**src/logic/pong_pkg.sv**
```systemverilog
// Shared types for the pong core. Coordinates are 12 bits wide, so the
// total frame must stay below 4096 in both directions.
`default_nettype none

package pong_pkg;

    // screen coordinate or object position
    typedef logic [11:0] coord_t;

    // one colour channel
    typedef logic [7:0] colour_t;

    // game mode, IDLE lets both paddles track the ball
    typedef enum logic {
        IDLE = 1'b0,
        PLAY = 1'b1
    } game_state_t;

    localparam colour_t COLOUR_ON  = 8'hFF;  // lit pixel
    localparam colour_t COLOUR_OFF = 8'h00;  // background and blanking

endpackage

`default_nettype wire

```
**src/logic/display_timings.sv**
```systemverilog
// Raster position counters and sync decode. Syncs are active low.
// The sync windows must lie within the blanking interval.
`default_nettype none
`timescale 1ns/10ps

module display_timings #(
    parameter int H_RES        = 1280,
    parameter int V_RES        = 720,
    parameter int H_TOTAL      = 1650,
    parameter int V_TOTAL      = 750,
    parameter int H_SYNC_START = 1390,
    parameter int H_SYNC_END   = 1430
) (
    input  wire logic      clk_pix,
    input  wire logic      reset,
    output pong_pkg::coord_t sx,
    output pong_pkg::coord_t sy,
    output logic           hsync,
    output logic           vsync,
    output logic           de,
    output logic           animate
);

    localparam pong_pkg::coord_t H_LAST = pong_pkg::coord_t'(H_TOTAL - 1);
    localparam pong_pkg::coord_t V_LAST = pong_pkg::coord_t'(V_TOTAL - 1);
    localparam pong_pkg::coord_t H_VIS  = pong_pkg::coord_t'(H_RES);
    localparam pong_pkg::coord_t V_VIS  = pong_pkg::coord_t'(V_RES);
    localparam pong_pkg::coord_t HS_STA = pong_pkg::coord_t'(H_SYNC_START);
    localparam pong_pkg::coord_t HS_END = pong_pkg::coord_t'(H_SYNC_END);
    localparam pong_pkg::coord_t H_TOT  = pong_pkg::coord_t'(H_TOTAL);

    always_ff @(posedge clk_pix) begin
        if (reset) begin
            sx <= '0;
            sy <= '0;
        end else if (sx == H_LAST) begin
            sx <= '0;
            sy <= (sy == V_LAST) ? '0 : sy + 1'b1;  // next line or new frame
        end else begin
            sx <= sx + 1'b1;
        end
    end

    always_comb begin
        hsync   = ~((sx >= HS_STA) && (sx < HS_END));
        vsync   = ~(sy == V_VIS);  // single sync line right after the picture
        de      = (sx < H_VIS) && (sy < V_VIS);
        animate = (sy == V_VIS) && (sx == '0);  // start of vertical blanking
    end

    a_sx_range: assert property (@(posedge clk_pix) disable iff (reset)
        sx < H_TOT)
        else $error("sx left its range");

endmodule

`default_nettype wire

```
**src/logic/debounce.sv**
```systemverilog
// Button debouncer. The input is asynchronous; a change must hold for
// 2^DEB_BITS cycles after synchronization before the level follows it.
`default_nettype none
`timescale 1ns/10ps

module debounce #(
    parameter int DEB_BITS = 16
) (
    input  wire logic clk_pix,
    input  wire logic reset,
    input  wire logic in,
    output logic      level,
    output logic      released
);

    logic                sync_a;
    logic                sync_b;
    logic [DEB_BITS-1:0] cnt;  // stable cycles seen so far

    always_ff @(posedge clk_pix) begin
        if (reset) begin
            sync_a   <= 1'b0;
            sync_b   <= 1'b0;
            cnt      <= '0;
            level    <= 1'b0;
            released <= 1'b0;
        end else begin
            sync_a   <= in;
            sync_b   <= sync_a;
            released <= 1'b0;
            if (sync_b == level) begin
                cnt <= '0;  // bounce, start over
            end else if (&cnt) begin
                cnt      <= '0;
                level    <= sync_b;
                released <= level;  // old level high means falling edge
            end else begin
                cnt <= cnt + 1'b1;
            end
        end
    end

endmodule

`default_nettype wire

```
**src/logic/paddle_ctrl.sv**
```systemverilog
// One paddle. Moves only on the animate strobe, so the new position shows
// from the next frame. Needs P_SP < P_H and the paddle column on screen.
`default_nettype none
`timescale 1ns/10ps

module paddle_ctrl #(
    parameter int H_RES  = 1280,
    parameter int V_RES  = 720,
    parameter int P_H    = 80,
    parameter int P_W    = 15,
    parameter int P_SP   = 6,
    parameter int P_OFFS = 48,
    parameter int SIDE   = 0,  // 0 left column, 1 right column
    parameter int HUMAN  = 1   // buttons take over in PLAY
) (
    input  wire logic                  clk_pix,
    input  wire logic                  reset,
    input  wire logic                  animate,
    input  wire pong_pkg::game_state_t state,
    input  wire logic                  move_up,
    input  wire logic                  move_dn,
    input  wire pong_pkg::coord_t      ball_cy,
    input  wire pong_pkg::coord_t      sx,
    input  wire pong_pkg::coord_t      sy,
    output pong_pkg::coord_t           py,
    output logic                       draw
);

    localparam pong_pkg::coord_t PY_RST = pong_pkg::coord_t'((V_RES - P_H) / 2);
    localparam pong_pkg::coord_t PY_MIN = pong_pkg::coord_t'(P_SP);
    localparam pong_pkg::coord_t PY_MAX = pong_pkg::coord_t'(V_RES - P_H - P_SP);
    localparam pong_pkg::coord_t STEP   = pong_pkg::coord_t'(P_SP);
    localparam pong_pkg::coord_t SLACK  = pong_pkg::coord_t'(P_SP / 2);
    localparam pong_pkg::coord_t HALF_H = pong_pkg::coord_t'(P_H / 2);
    localparam pong_pkg::coord_t HEIGHT = pong_pkg::coord_t'(P_H);
    localparam pong_pkg::coord_t V_VIS  = pong_pkg::coord_t'(V_RES);
    localparam pong_pkg::coord_t COL_L  = (SIDE != 0) ?
        pong_pkg::coord_t'(H_RES - P_OFFS - P_W) : pong_pkg::coord_t'(P_OFFS);
    localparam pong_pkg::coord_t COL_R  = COL_L + pong_pkg::coord_t'(P_W);

    logic             human;
    pong_pkg::coord_t pcy;  // paddle centre

    assign human = (HUMAN != 0) && (state == pong_pkg::PLAY);
    assign pcy   = py + HALF_H;

    always_ff @(posedge clk_pix) begin
        if (reset) begin
            py <= PY_RST;
        end else if (animate) begin
            if (human) begin
                if (move_up) begin
                    if (py > PY_MIN) py <= py - STEP;
                end else if (move_dn) begin
                    if (py < PY_MAX) py <= py + STEP;
                end
            end else if (pcy + SLACK < ball_cy) begin  // ball below
                if (py < PY_MAX) py <= py + STEP;
            end else if (pcy > ball_cy + SLACK) begin  // ball above
                if (py > PY_MIN) py <= py - STEP;
            end
        end
    end

    assign draw = (sx >= COL_L) && (sx < COL_R) && (sy >= py) && (sy < py + HEIGHT);

    a_paddle_on_screen: assert property (@(posedge clk_pix) disable iff (reset)
        animate |=> (py + HEIGHT <= V_VIS))
        else $error("paddle moved past the bottom of the screen");

endmodule

`default_nettype wire

```
**src/logic/ball_ctrl.sv**
```systemverilog
// Square ball with edge and paddle bounce, updated once per frame.
// Collisions are seen while the frame is drawn and act at the next animate.
`default_nettype none
`timescale 1ns/10ps

module ball_ctrl #(
    parameter int H_RES  = 1280,
    parameter int V_RES  = 720,
    parameter int B_SIZE = 16,
    parameter int B_SPX  = 10,
    parameter int B_SPY  = 6
) (
    input  wire logic             clk_pix,
    input  wire logic             reset,
    input  wire logic             animate,
    input  wire pong_pkg::coord_t sx,
    input  wire pong_pkg::coord_t sy,
    input  wire logic             p1_draw,
    input  wire logic             p2_draw,
    output pong_pkg::coord_t      ball_cy,
    output logic                  draw
);

    localparam pong_pkg::coord_t BX_RST = pong_pkg::coord_t'((H_RES - B_SIZE) / 2);
    localparam pong_pkg::coord_t BY_RST = pong_pkg::coord_t'((V_RES - B_SIZE) / 2);
    localparam pong_pkg::coord_t SPX    = pong_pkg::coord_t'(B_SPX);
    localparam pong_pkg::coord_t SPY    = pong_pkg::coord_t'(B_SPY);
    localparam pong_pkg::coord_t SIZE   = pong_pkg::coord_t'(B_SIZE);
    localparam pong_pkg::coord_t X_EDGE = pong_pkg::coord_t'(H_RES - (B_SPX + B_SIZE));
    localparam pong_pkg::coord_t Y_EDGE = pong_pkg::coord_t'(V_RES - (B_SPY + B_SIZE));
    localparam pong_pkg::coord_t H_VIS  = pong_pkg::coord_t'(H_RES);
    localparam pong_pkg::coord_t V_VIS  = pong_pkg::coord_t'(V_RES);

    pong_pkg::coord_t bx;
    pong_pkg::coord_t by;
    logic             dx;  // 1 moves left
    logic             dy;  // 1 moves up
    logic             p1_col;
    logic             p2_col;

    // collision latches, live for one frame
    always_ff @(posedge clk_pix) begin
        if (reset || animate) begin
            p1_col <= 1'b0;
            p2_col <= 1'b0;
        end else if (draw) begin
            if (p1_draw) p1_col <= 1'b1;
            if (p2_draw) p2_col <= 1'b1;
        end
    end

    always_ff @(posedge clk_pix) begin
        if (reset) begin
            bx <= BX_RST;
            by <= BY_RST;
            dx <= 1'b0;
            dy <= 1'b0;
        end else if (animate) begin
            if (p1_col) begin  // left paddle sends it right
                dx <= 1'b0;
                bx <= bx + SPX;
            end else if (p2_col) begin
                dx <= 1'b1;
                bx <= bx - SPX;
            end else if (bx >= X_EDGE) begin  // right edge
                dx <= 1'b1;
                bx <= bx - SPX;
            end else if (bx < SPX) begin  // left edge
                dx <= 1'b0;
                bx <= bx + SPX;
            end else begin
                bx <= dx ? bx - SPX : bx + SPX;
            end

            if (by >= Y_EDGE) begin  // bottom edge
                dy <= 1'b1;
                by <= by - SPY;
            end else if (by < SPY) begin  // top edge
                dy <= 1'b0;
                by <= by + SPY;
            end else begin
                by <= dy ? by - SPY : by + SPY;
            end
        end
    end

    assign ball_cy = by + (SIZE >> 1);
    assign draw    = (sx >= bx) && (sx < bx + SIZE) && (sy >= by) && (sy < by + SIZE);

    a_ball_visible: assert property (@(posedge clk_pix) disable iff (reset)
        animate |=> (bx + SIZE <= H_VIS) && (by + SIZE <= V_VIS))
        else $error("ball left the visible area");

endmodule

`default_nettype wire

```
**src/logic/pong_top.sv**
```systemverilog
// Pong core up to parallel video; a DVI or TMDS stage attaches to the outputs.
// Buttons are raw levels, video is delayed one cycle from the raster counters.
`default_nettype none
`timescale 1ns/10ps

module pong_top #(
    parameter int H_RES        = 1280,
    parameter int V_RES        = 720,
    parameter int H_TOTAL      = 1650,
    parameter int V_TOTAL      = 750,
    parameter int H_SYNC_START = 1390,
    parameter int H_SYNC_END   = 1430,
    parameter int B_SIZE       = 16,
    parameter int B_SPX        = 10,
    parameter int B_SPY        = 6,
    parameter int P_H          = 80,
    parameter int P_W          = 15,
    parameter int P_SP         = 6,
    parameter int P_OFFS       = 48,
    parameter int DEB_BITS     = 16
) (
    input  wire logic          clk_pix,
    input  wire logic          reset,
    input  wire logic          btn_ctrl,
    input  wire logic          btn_up,
    input  wire logic          btn_dn,
    output logic               hsync,
    output logic               vsync,
    output logic               de,
    output pong_pkg::colour_t  red,
    output pong_pkg::colour_t  green,
    output pong_pkg::colour_t  blue
);

    pong_pkg::coord_t      sx;
    pong_pkg::coord_t      sy;
    logic                  t_hsync;
    logic                  t_vsync;
    logic                  t_de;
    logic                  animate;
    logic                  ctrl_release;
    logic                  move_up;
    logic                  move_dn;
    pong_pkg::game_state_t state;
    pong_pkg::game_state_t state_next;
    pong_pkg::coord_t      ball_cy;
    logic                  p1_draw;
    logic                  p2_draw;
    logic                  b_draw;
    logic                  lit;

    display_timings #(
        .H_RES(H_RES), .V_RES(V_RES), .H_TOTAL(H_TOTAL), .V_TOTAL(V_TOTAL),
        .H_SYNC_START(H_SYNC_START), .H_SYNC_END(H_SYNC_END)
    ) u_display_timings (
        .clk_pix, .reset, .sx, .sy,
        .hsync(t_hsync), .vsync(t_vsync), .de(t_de), .animate
    );

    debounce #(.DEB_BITS(DEB_BITS)) u_deb_ctrl (
        .clk_pix, .reset, .in(btn_ctrl), .level(), .released(ctrl_release)
    );

    debounce #(.DEB_BITS(DEB_BITS)) u_deb_up (
        .clk_pix, .reset, .in(btn_up), .level(move_up), .released()
    );

    debounce #(.DEB_BITS(DEB_BITS)) u_deb_dn (
        .clk_pix, .reset, .in(btn_dn), .level(move_dn), .released()
    );

    // ctrl release flips the mode
    always_comb begin
        case (state)
            pong_pkg::IDLE: state_next = ctrl_release ? pong_pkg::PLAY : pong_pkg::IDLE;
            pong_pkg::PLAY: state_next = ctrl_release ? pong_pkg::IDLE : pong_pkg::PLAY;
            default:        state_next = pong_pkg::IDLE;
        endcase
    end

    always_ff @(posedge clk_pix) begin
        if (reset) state <= pong_pkg::IDLE;
        else       state <= state_next;
    end

    paddle_ctrl #(
        .H_RES(H_RES), .V_RES(V_RES), .P_H(P_H), .P_W(P_W), .P_SP(P_SP),
        .P_OFFS(P_OFFS), .SIDE(0), .HUMAN(1)
    ) u_paddle_1 (
        .clk_pix, .reset, .animate, .state, .move_up, .move_dn,
        .ball_cy, .sx, .sy, .py(), .draw(p1_draw)
    );

    paddle_ctrl #(
        .H_RES(H_RES), .V_RES(V_RES), .P_H(P_H), .P_W(P_W), .P_SP(P_SP),
        .P_OFFS(P_OFFS), .SIDE(1), .HUMAN(0)
    ) u_paddle_2 (
        .clk_pix, .reset, .animate, .state, .move_up(1'b0), .move_dn(1'b0),
        .ball_cy, .sx, .sy, .py(), .draw(p2_draw)
    );

    ball_ctrl #(
        .H_RES(H_RES), .V_RES(V_RES), .B_SIZE(B_SIZE), .B_SPX(B_SPX), .B_SPY(B_SPY)
    ) u_ball (
        .clk_pix, .reset, .animate, .sx, .sy,
        .p1_draw, .p2_draw, .ball_cy, .draw(b_draw)
    );

    assign lit = t_de && (b_draw || p1_draw || p2_draw);

    // pixel stage, syncs travel with the colour
    always_ff @(posedge clk_pix) begin
        if (reset) begin
            hsync <= 1'b1;
            vsync <= 1'b1;
            de    <= 1'b0;
            red   <= pong_pkg::COLOUR_OFF;
            green <= pong_pkg::COLOUR_OFF;
            blue  <= pong_pkg::COLOUR_OFF;
        end else begin
            hsync <= t_hsync;
            vsync <= t_vsync;
            de    <= t_de;
            red   <= lit ? pong_pkg::COLOUR_ON : pong_pkg::COLOUR_OFF;
            green <= lit ? pong_pkg::COLOUR_ON : pong_pkg::COLOUR_OFF;
            blue  <= lit ? pong_pkg::COLOUR_ON : pong_pkg::COLOUR_OFF;
        end
    end

endmodule

`default_nettype wire

```
**config.mk**
```make
export PLATFORM = sky130hd
export DESIGN_NAME = pong_top
export DESIGN_NICKNAME = d
export VERILOG_FILES = /design/src/logic/pong_pkg.sv /design/src/logic/display_timings.sv /design/src/logic/debounce.sv /design/src/logic/paddle_ctrl.sv /design/src/logic/ball_ctrl.sv /design/src/logic/pong_top.sv
export SDC_FILE = /design/constraint.sdc
export NUM_CORES = 1
export LEC_CHECK = 0
export ABC_AREA = 1
export ABC_CLOCK_PERIOD_IN_PS = 8850
export BUFFER_PORTS_ARGS = -buffer_cell sky130_fd_sc_hd__buf_2
export CORE_AREA = 4 4 145 147
export CTS_BUF_LIST = sky130_fd_sc_hd__clkbuf_4
export CTS_CLUSTER_SIZE = 14
export DETAILED_ROUTE_END_ITERATION = 6
export DIE_AREA = 0 0 149 151
export GPL_ROUTABILITY_DRIVEN = 0
export GPL_TIMING_DRIVEN = 1
export PLACE_DENSITY = 0.76
export SYNTH_ARGS = -nofsm -noshare
export SYNTH_HDL_FRONTEND = slang
export SYNTH_SLANG_ARGS = --single-unit
```
**constraint.sdc**
```tcl
create_clock -name clk_pix -period 8.85 [get_ports clk_pix]
set_clock_uncertainty 0.15 [all_clocks]
set_input_delay 0.4425 -clock clk_pix [delete_from_list [all_inputs] [get_ports clk_pix]]
set_output_delay 0.4425 -clock clk_pix [all_outputs]
set_load 0.1 [all_outputs]
```
## Yosys cells after proc, flatten, opt, wreduce, memory -nomap -nowiden

Cells that the tools add are included.

| cells by class | value |
|---|---|
| add/sub/neg operators | 23 |
| order comparisons | 28 |
| equal/unequal tests | 8 |
| mux-type cells | 30 |
| bitwise gates (word level) | 7 |
| reduce and logical (&&, ||, !) cells | 39 |

Operator list:

| operator | count |
|---|---|
| 12-bit two-way mux | 20 |
| 12-bit < comparator | 6 |
| 17-bit AND reduction | 3 |
| 16-bit by 1-bit adder with 16-bit output (second input constant) | 3 |
| 12-bit greater-or-equal comparator | 4 |
| 16-bit AND reduction | 3 |
| 12-bit by 2-bit adder with 12-bit output (second input constant) | 3 |
| 12-bit by 3-bit adder with 12-bit output (second input constant) | 3 |
| 12-bit by 11-bit greater-or-equal comparator with 1-bit output (second input constant) | 3 |
| 12-bit by 10-bit < comparator with 1-bit output (second input constant) | 3 |
| 12-bit by 11-bit < comparator with 1-bit output (second input constant) | 3 |
| 12-bit by 3-bit subtractor with 12-bit output (second input constant) | 3 |
| 12-bit by 1-bit adder with 12-bit output (second input constant) | 2 |
| 12-bit by 4-bit adder with 12-bit output (second input constant) | 2 |
| 12-bit by 5-bit adder with 12-bit output (second input constant) | 2 |
| 12-bit by 6-bit adder with 12-bit output (second input constant) | 2 |
| 12-bit by 7-bit adder with 12-bit output (second input constant) | 2 |
| 12-bit by 10-bit == test with 1-bit output (second input constant) | 2 |
| 12-bit greater-than comparator | 2 |
| 12-bit by 3-bit greater-than comparator with 1-bit output (second input constant) | 2 |
| 1-bit logical AND | 13 |
| 12-bit by 11-bit == test with 1-bit output (second input constant) | 1 |
| 12-bit by 10-bit greater-or-equal comparator with 1-bit output (second input constant) | 1 |
| 12-bit by 6-bit greater-or-equal comparator with 1-bit output (second input constant) | 1 |
| 21 further kinds | 46 |

| word-level totals | value |
|---|---|
| register bits after elaboration | 146 |
| input port bits | 5 |
| output and inout port bits | 27 |
| logic and storage cells | 163 |

## Logic depth before layout (Yosys ltp)

| depth | value |
|---|---|
| word-level depth | 9 |
| gate-level depth with buffers | 24 |
| depth with buffers taken out | 23 |

## Hierarchy

A second synthesis with hierarchy kept.

| second synthesis, totals | value |
|---|---|
| cells, all modules | 1993 |
| area total of the unflattened synthesis | 13381.6 um2 |

By module, submodules not included:

| module | times used | cells each | area each (um2) | sequential area each (um2) |
|---|---|---|---|---|
| ball_ctrl | 1 | 473 | 3234.4 | 520.5 |
| paddle_ctrl (u_paddle_1) | 1 | 466 | 2884.0 | 220.2 |
| debounce | 3 | 128 | 923.4 | 400.4 |
| paddle_ctrl (u_paddle_2) | 1 | 416 | 2703.8 | 220.2 |
| display_timings | 1 | 213 | 1455.1 | 480.5 |
| pong_top | 1 | 41 | 334.1 | 100.1 |

## Least setup slack after synthesis

OpenSTA, ideal clock, no wires.

| timing path | value |
|---|---|
| path type | register to register |
| start point | register u_paddle_2.py[5] |
| end point | register u_paddle_2.py[6] |
| library setup time | 0.130 ns |
| data arrival time | 3.617 ns |
| required time | 8.570 ns |
| slack | 4.953 ns |
| cell stages (with the launch flop) | 19 |
| path buffers | 1 |
| period minus slack after synthesis | 3.897 ns |
| path through | dfxtp_1 > inv_1 > ha_1 > a21oi_1 > xor2_1 > inv_1 > nor3b_1 > nand2_1 > nor3_1 > xor2_1 > ha_1 > nand2_1 > o2111ai_1 > a31oi_1 > nor2_2 > buf_2 > nand3_1 > nand2_1 > nand3_1 |

| between the ends | value |
|---|---|
| longest elaborated chain between the ends | 5 |
| elaborated cells between the ends (all ways) | 16 |

Ends and longest elaborated chain:

| element | line | text |
|---|---|---|
| start, declared | paddle_ctrl.sv:25 | `output pong_pkg::coord_t py,` |
| start signal, assigned | paddle_ctrl.sv:53 | `if (py > PY_MIN) py <= py - STEP;` |
| start signal, assigned | paddle_ctrl.sv:55 | `if (py < PY_MAX) py <= py + STEP;` |
| start signal, assigned | paddle_ctrl.sv:58 | `if (py < PY_MAX) py <= py + STEP;` |
| 12-bit by 6-bit adder with 12-bit output | paddle_ctrl.sv:45 | `assign pcy = py + HALF_H;` |
| 12-bit by 2-bit adder with 12-bit output | paddle_ctrl.sv:57 | `end else if (pcy + SLACK < ball_cy) begin` |
| 12-bit < comparator | paddle_ctrl.sv:57 |  |
| 2-bit inequality test (no source line) / 2-bit nonzero test (equally long branches) | -- |  |
| 4-bit AND reduction (no source line) | -- |  |

Parallel ways exist; a longest one is shown, timed or not. The select of a mux whose other input is x is not followed.
A chain may end at the register's enable or synchronous reset.

## Worst setup path in the final report

| timing path | value |
|---|---|
| start point | register u_paddle_2.py[5] |
| end point | register u_paddle_2.py[1] |

Same word-level chain as after synthesis.

==> results.yml <==
die:
  die_w_um: 149
  ios: 32
  rows: 52
  fp.dieH_um: 151
  core_um2: 19900
  die_area_um2: 22500
  start_util_pct: 58.4
yosys:
  synth-simple-area-share_pct: 29.8
  synthXorXnorAreaFrac_pct: 7.61
  synthFlopType: "dfxtp_1"
  synth_top_family_by_area: "simple AND/OR/NAND/NOR gates"
  ys_seq_elements: 135
  synth-async-reset-ratio_pct: 0
  syn_area_um2: 11600
  synth_compound_area_share_pct: 12.8
  synth_edf_count: 0
  post_synth_num_cell_types: 52
  synthAdderAreaFrac_pct: 16.5
  synth-seq-area-share_pct: 23.3
  syn_nets: 1853
  yosysWarningCount: 0
  synth.area.top_cells: "dfxtp_1 (23%), ha_1 (16%), nand2_1 (10%), xor2_1 (6.4%), inv_1 (6.3%)"
  synthMuxAreaShare_pct: 0.0969
  yosys.area.top_type: "dfxtp_1"
  synthCells: 1695
  avgSynthCellArea_um2: 6.85
  synth.top_cell.area_share_pct: 23.3
critical_path:
  critPathKind: "flip-flop to flip-flop"
  start_kind: "flip-flop"
  crit_path_end_kind: "flip-flop"
  cp_slowest_stage_delay_ns: 0.52
  cpLargestDelayFamily: "simple AND/OR/NAND/NOR gates"
  crit_required_ns: 9.19
  cpMaxStageDelayCell: "nor2_2"
  cp_cell_sequence: "inv_1 > ha_1 > a21oi_1 > xor2_1 > inv_1 > nor3b_1 > nand2_1 > nor3_1 > xor2_1 > ha_1 > nand2_1 > nor2_1 > nand3_1 > o2111ai_1 > buf_4 > a31oi_1 > nor2_2 > nand2_2 > o21ai_1 > nor2_1"
  crit_fanout: 19
  cp_num_buf_inv: 3
  worstPathArrival_ns: 4.84
placed_design:
  dp_hpwl_mm: 21.6
  port_buffers: 31
  place_area_um2: 11800
sta:
  fin_crit_sh_pct: 50.9
  hold_ws_ns: 0.177
  clock.fmax_mhz: 222
  slew_headroom_pct: 22.6
  slew_violations: 0
  post-route-min-period_ns: 4.50
  rsz0062_at_grt: "false"
  tns_ns: 0
  tightest_slew_ns: 1.16
  hold_viol_final: 0
  finalSetupViolCount: 0
final_layout:
  multi_input_area_um2: 7760
  fin_nets: 1855
  seqCellArea_um2: 2700
  drive_gt1_share_pct: 7.66
  final_area_um2: 12100
  area_growth_syn_to_layout_pct: 4.54
  layout_commonest_cell: "nand2_1"
  layout_common_cells: "nand2_1 (323), inv_1 (195), nor2_1 (195)"
  fill_cells: 1921
  final_util_pct: 61.0
drt:
  wirelength_mm: 28.1
  routedWlPerCell_um: 14.2
  drtAntennaViolNets: 0
  drc_errors: 0
  viasPerCell: 5.50
  dr_total_vias: 10892
  first_iter_violations: 610
  dr.pass1.iters: 6
clock_tree:
  cts_resized: 0
  clkSinkCount: 135
  cts_tree: "done"
  cts_made_buffers: 17
  clk_latency_ns: 0.59
  clockBufferDepth: 2
  htree_levels: 4
  clk_pin_slew_worst_paths_ns: 0.16
  cts_root_buffer: "clkbuf_4"
run_status:
  status: "complete, no violations"
global_routing:
  grt_pass1_wl_mm: 47.0
  grt_pass1_vias: 9802
  antenna_found_initial: 1
  grt_max_degree: 25
  grt_usage_pct: 25.3
  overflow: 0
min_path:
  hold_path_class: "primary input to flip-flop"
job:
  cap_violations: 0
power:
  vdd_ir_drop_max_uv: 86.3
  report.power.total_w: 0.00109
  leakagePower_nw: 5.57
  power_density_nw_per_um2: 89.8
## flip-flops by register name (all words and copies together) (netlist names), 11 cells and up
| register | flops |
|---|---|
| u_deb_ctrl.cnt | 16 |
| u_deb_dn.cnt | 16 |
| u_deb_up.cnt | 16 |
| u_display_timings.sx | 12 |
| u_display_timings.sy | 12 |
| u_ball.bx | 11 |
| u_ball.by | 11 |
| u_paddle_1.py | 11 |
| u_paddle_2.py | 11 |
## cells by family after synthesis
kind of cell	Yosys count
and+or+nand+nor	769
buffers and inverters	271
AOI/OAI and AO/OA	265
adders and majority gates	153
DFF	135
xor gates and xnor gates	101
muxes	1
## synthesized netlist by cell type (4+ instances only)
library cell / n
o21ai_1: 8
or2_2: 9
nand2_4: 4
xor2_1: 85
nand3_2: 4
o21ai_0: 81
xnor2_1: 16
nor3b_1: 15
ha_1: 153
nor3_2: 4
nand2_1: 323
o21a_1: 4
nor2_2: 5
inv_1: 195
nand4_1: 39
inv_2: 17
and3_1: 5
buf_2: 8
clkinv_1: 5
nor4_1: 7
nand3b_1: 4
nand2_2: 10
a31oi_1: 11
o2111ai_1: 4
nor2_1: 195
dfxtp_1: 135
buf_6: 4
a21oi_1: 116
buf_4: 26
nor3_1: 47
clkbuf_1: 14
o22ai_1: 6
nand3_1: 91
o211ai_1: 18
## final timing paths
kind	startpoint	end	slack, ns	cells after the start
setup / recovery	u_paddle_2.py[5]	u_paddle_2.py[1]	4.35	20
hold / removal	reset	u_deb_dn.sync_b	0.18	2
setup reg to reg	u_paddle_2.py[5]	u_paddle_2.py[1]	4.35	20
hold reg to reg	u_deb_dn.sync_a	u_deb_dn.sync_b	0.27	2
## area by class of cell
type	count	share of cell area (%)
well taps	270	2.78
diodes	1	0.0206
flip-flops and latches	135	22.2
inverters	217	6.71
clock inverters	15	1.60
clock buffers	17	1.05
repair buffers	37	1.71
multi-input cells	1289	63.9
## layer usage
layer | vias up | wire length, um | GRT usage (%)
li1 | 5621 | - | -
met1 | 4887 | 12800 | 33.5
met3 | 63 | 1520 | 3.29
met4 | 0 | 790 | 8.19
met5 | - | 0 | 0
met2 | 321 | 13000 | 43.0
## metrics by stage
step,cells,setup slack (ns)
after floorplan,1695,4.95
after global placement,1945,4.63
after detailed placement,1945,4.48
after CTS,1980,4.45
after global routing,1981,3.98
final,1981,4.35
## where the power goes
group / total [W] / leakage (nW) / internal, W / switching (W)
combinational: 0.0000262 / 4.30 / 0.00000716 / 0.0000191
sequential: 0.000614 / 1.09 / 0.000611 / 0.00000239
clock: 0.000450 / 0.171 / 0.000140 / 0.000310
## timing repair
item	CTS	global route
setup buffers	0	0
hold buffers	3	0
hold endpoints to repair	3	0
Power figures use the tool's default switching activity.
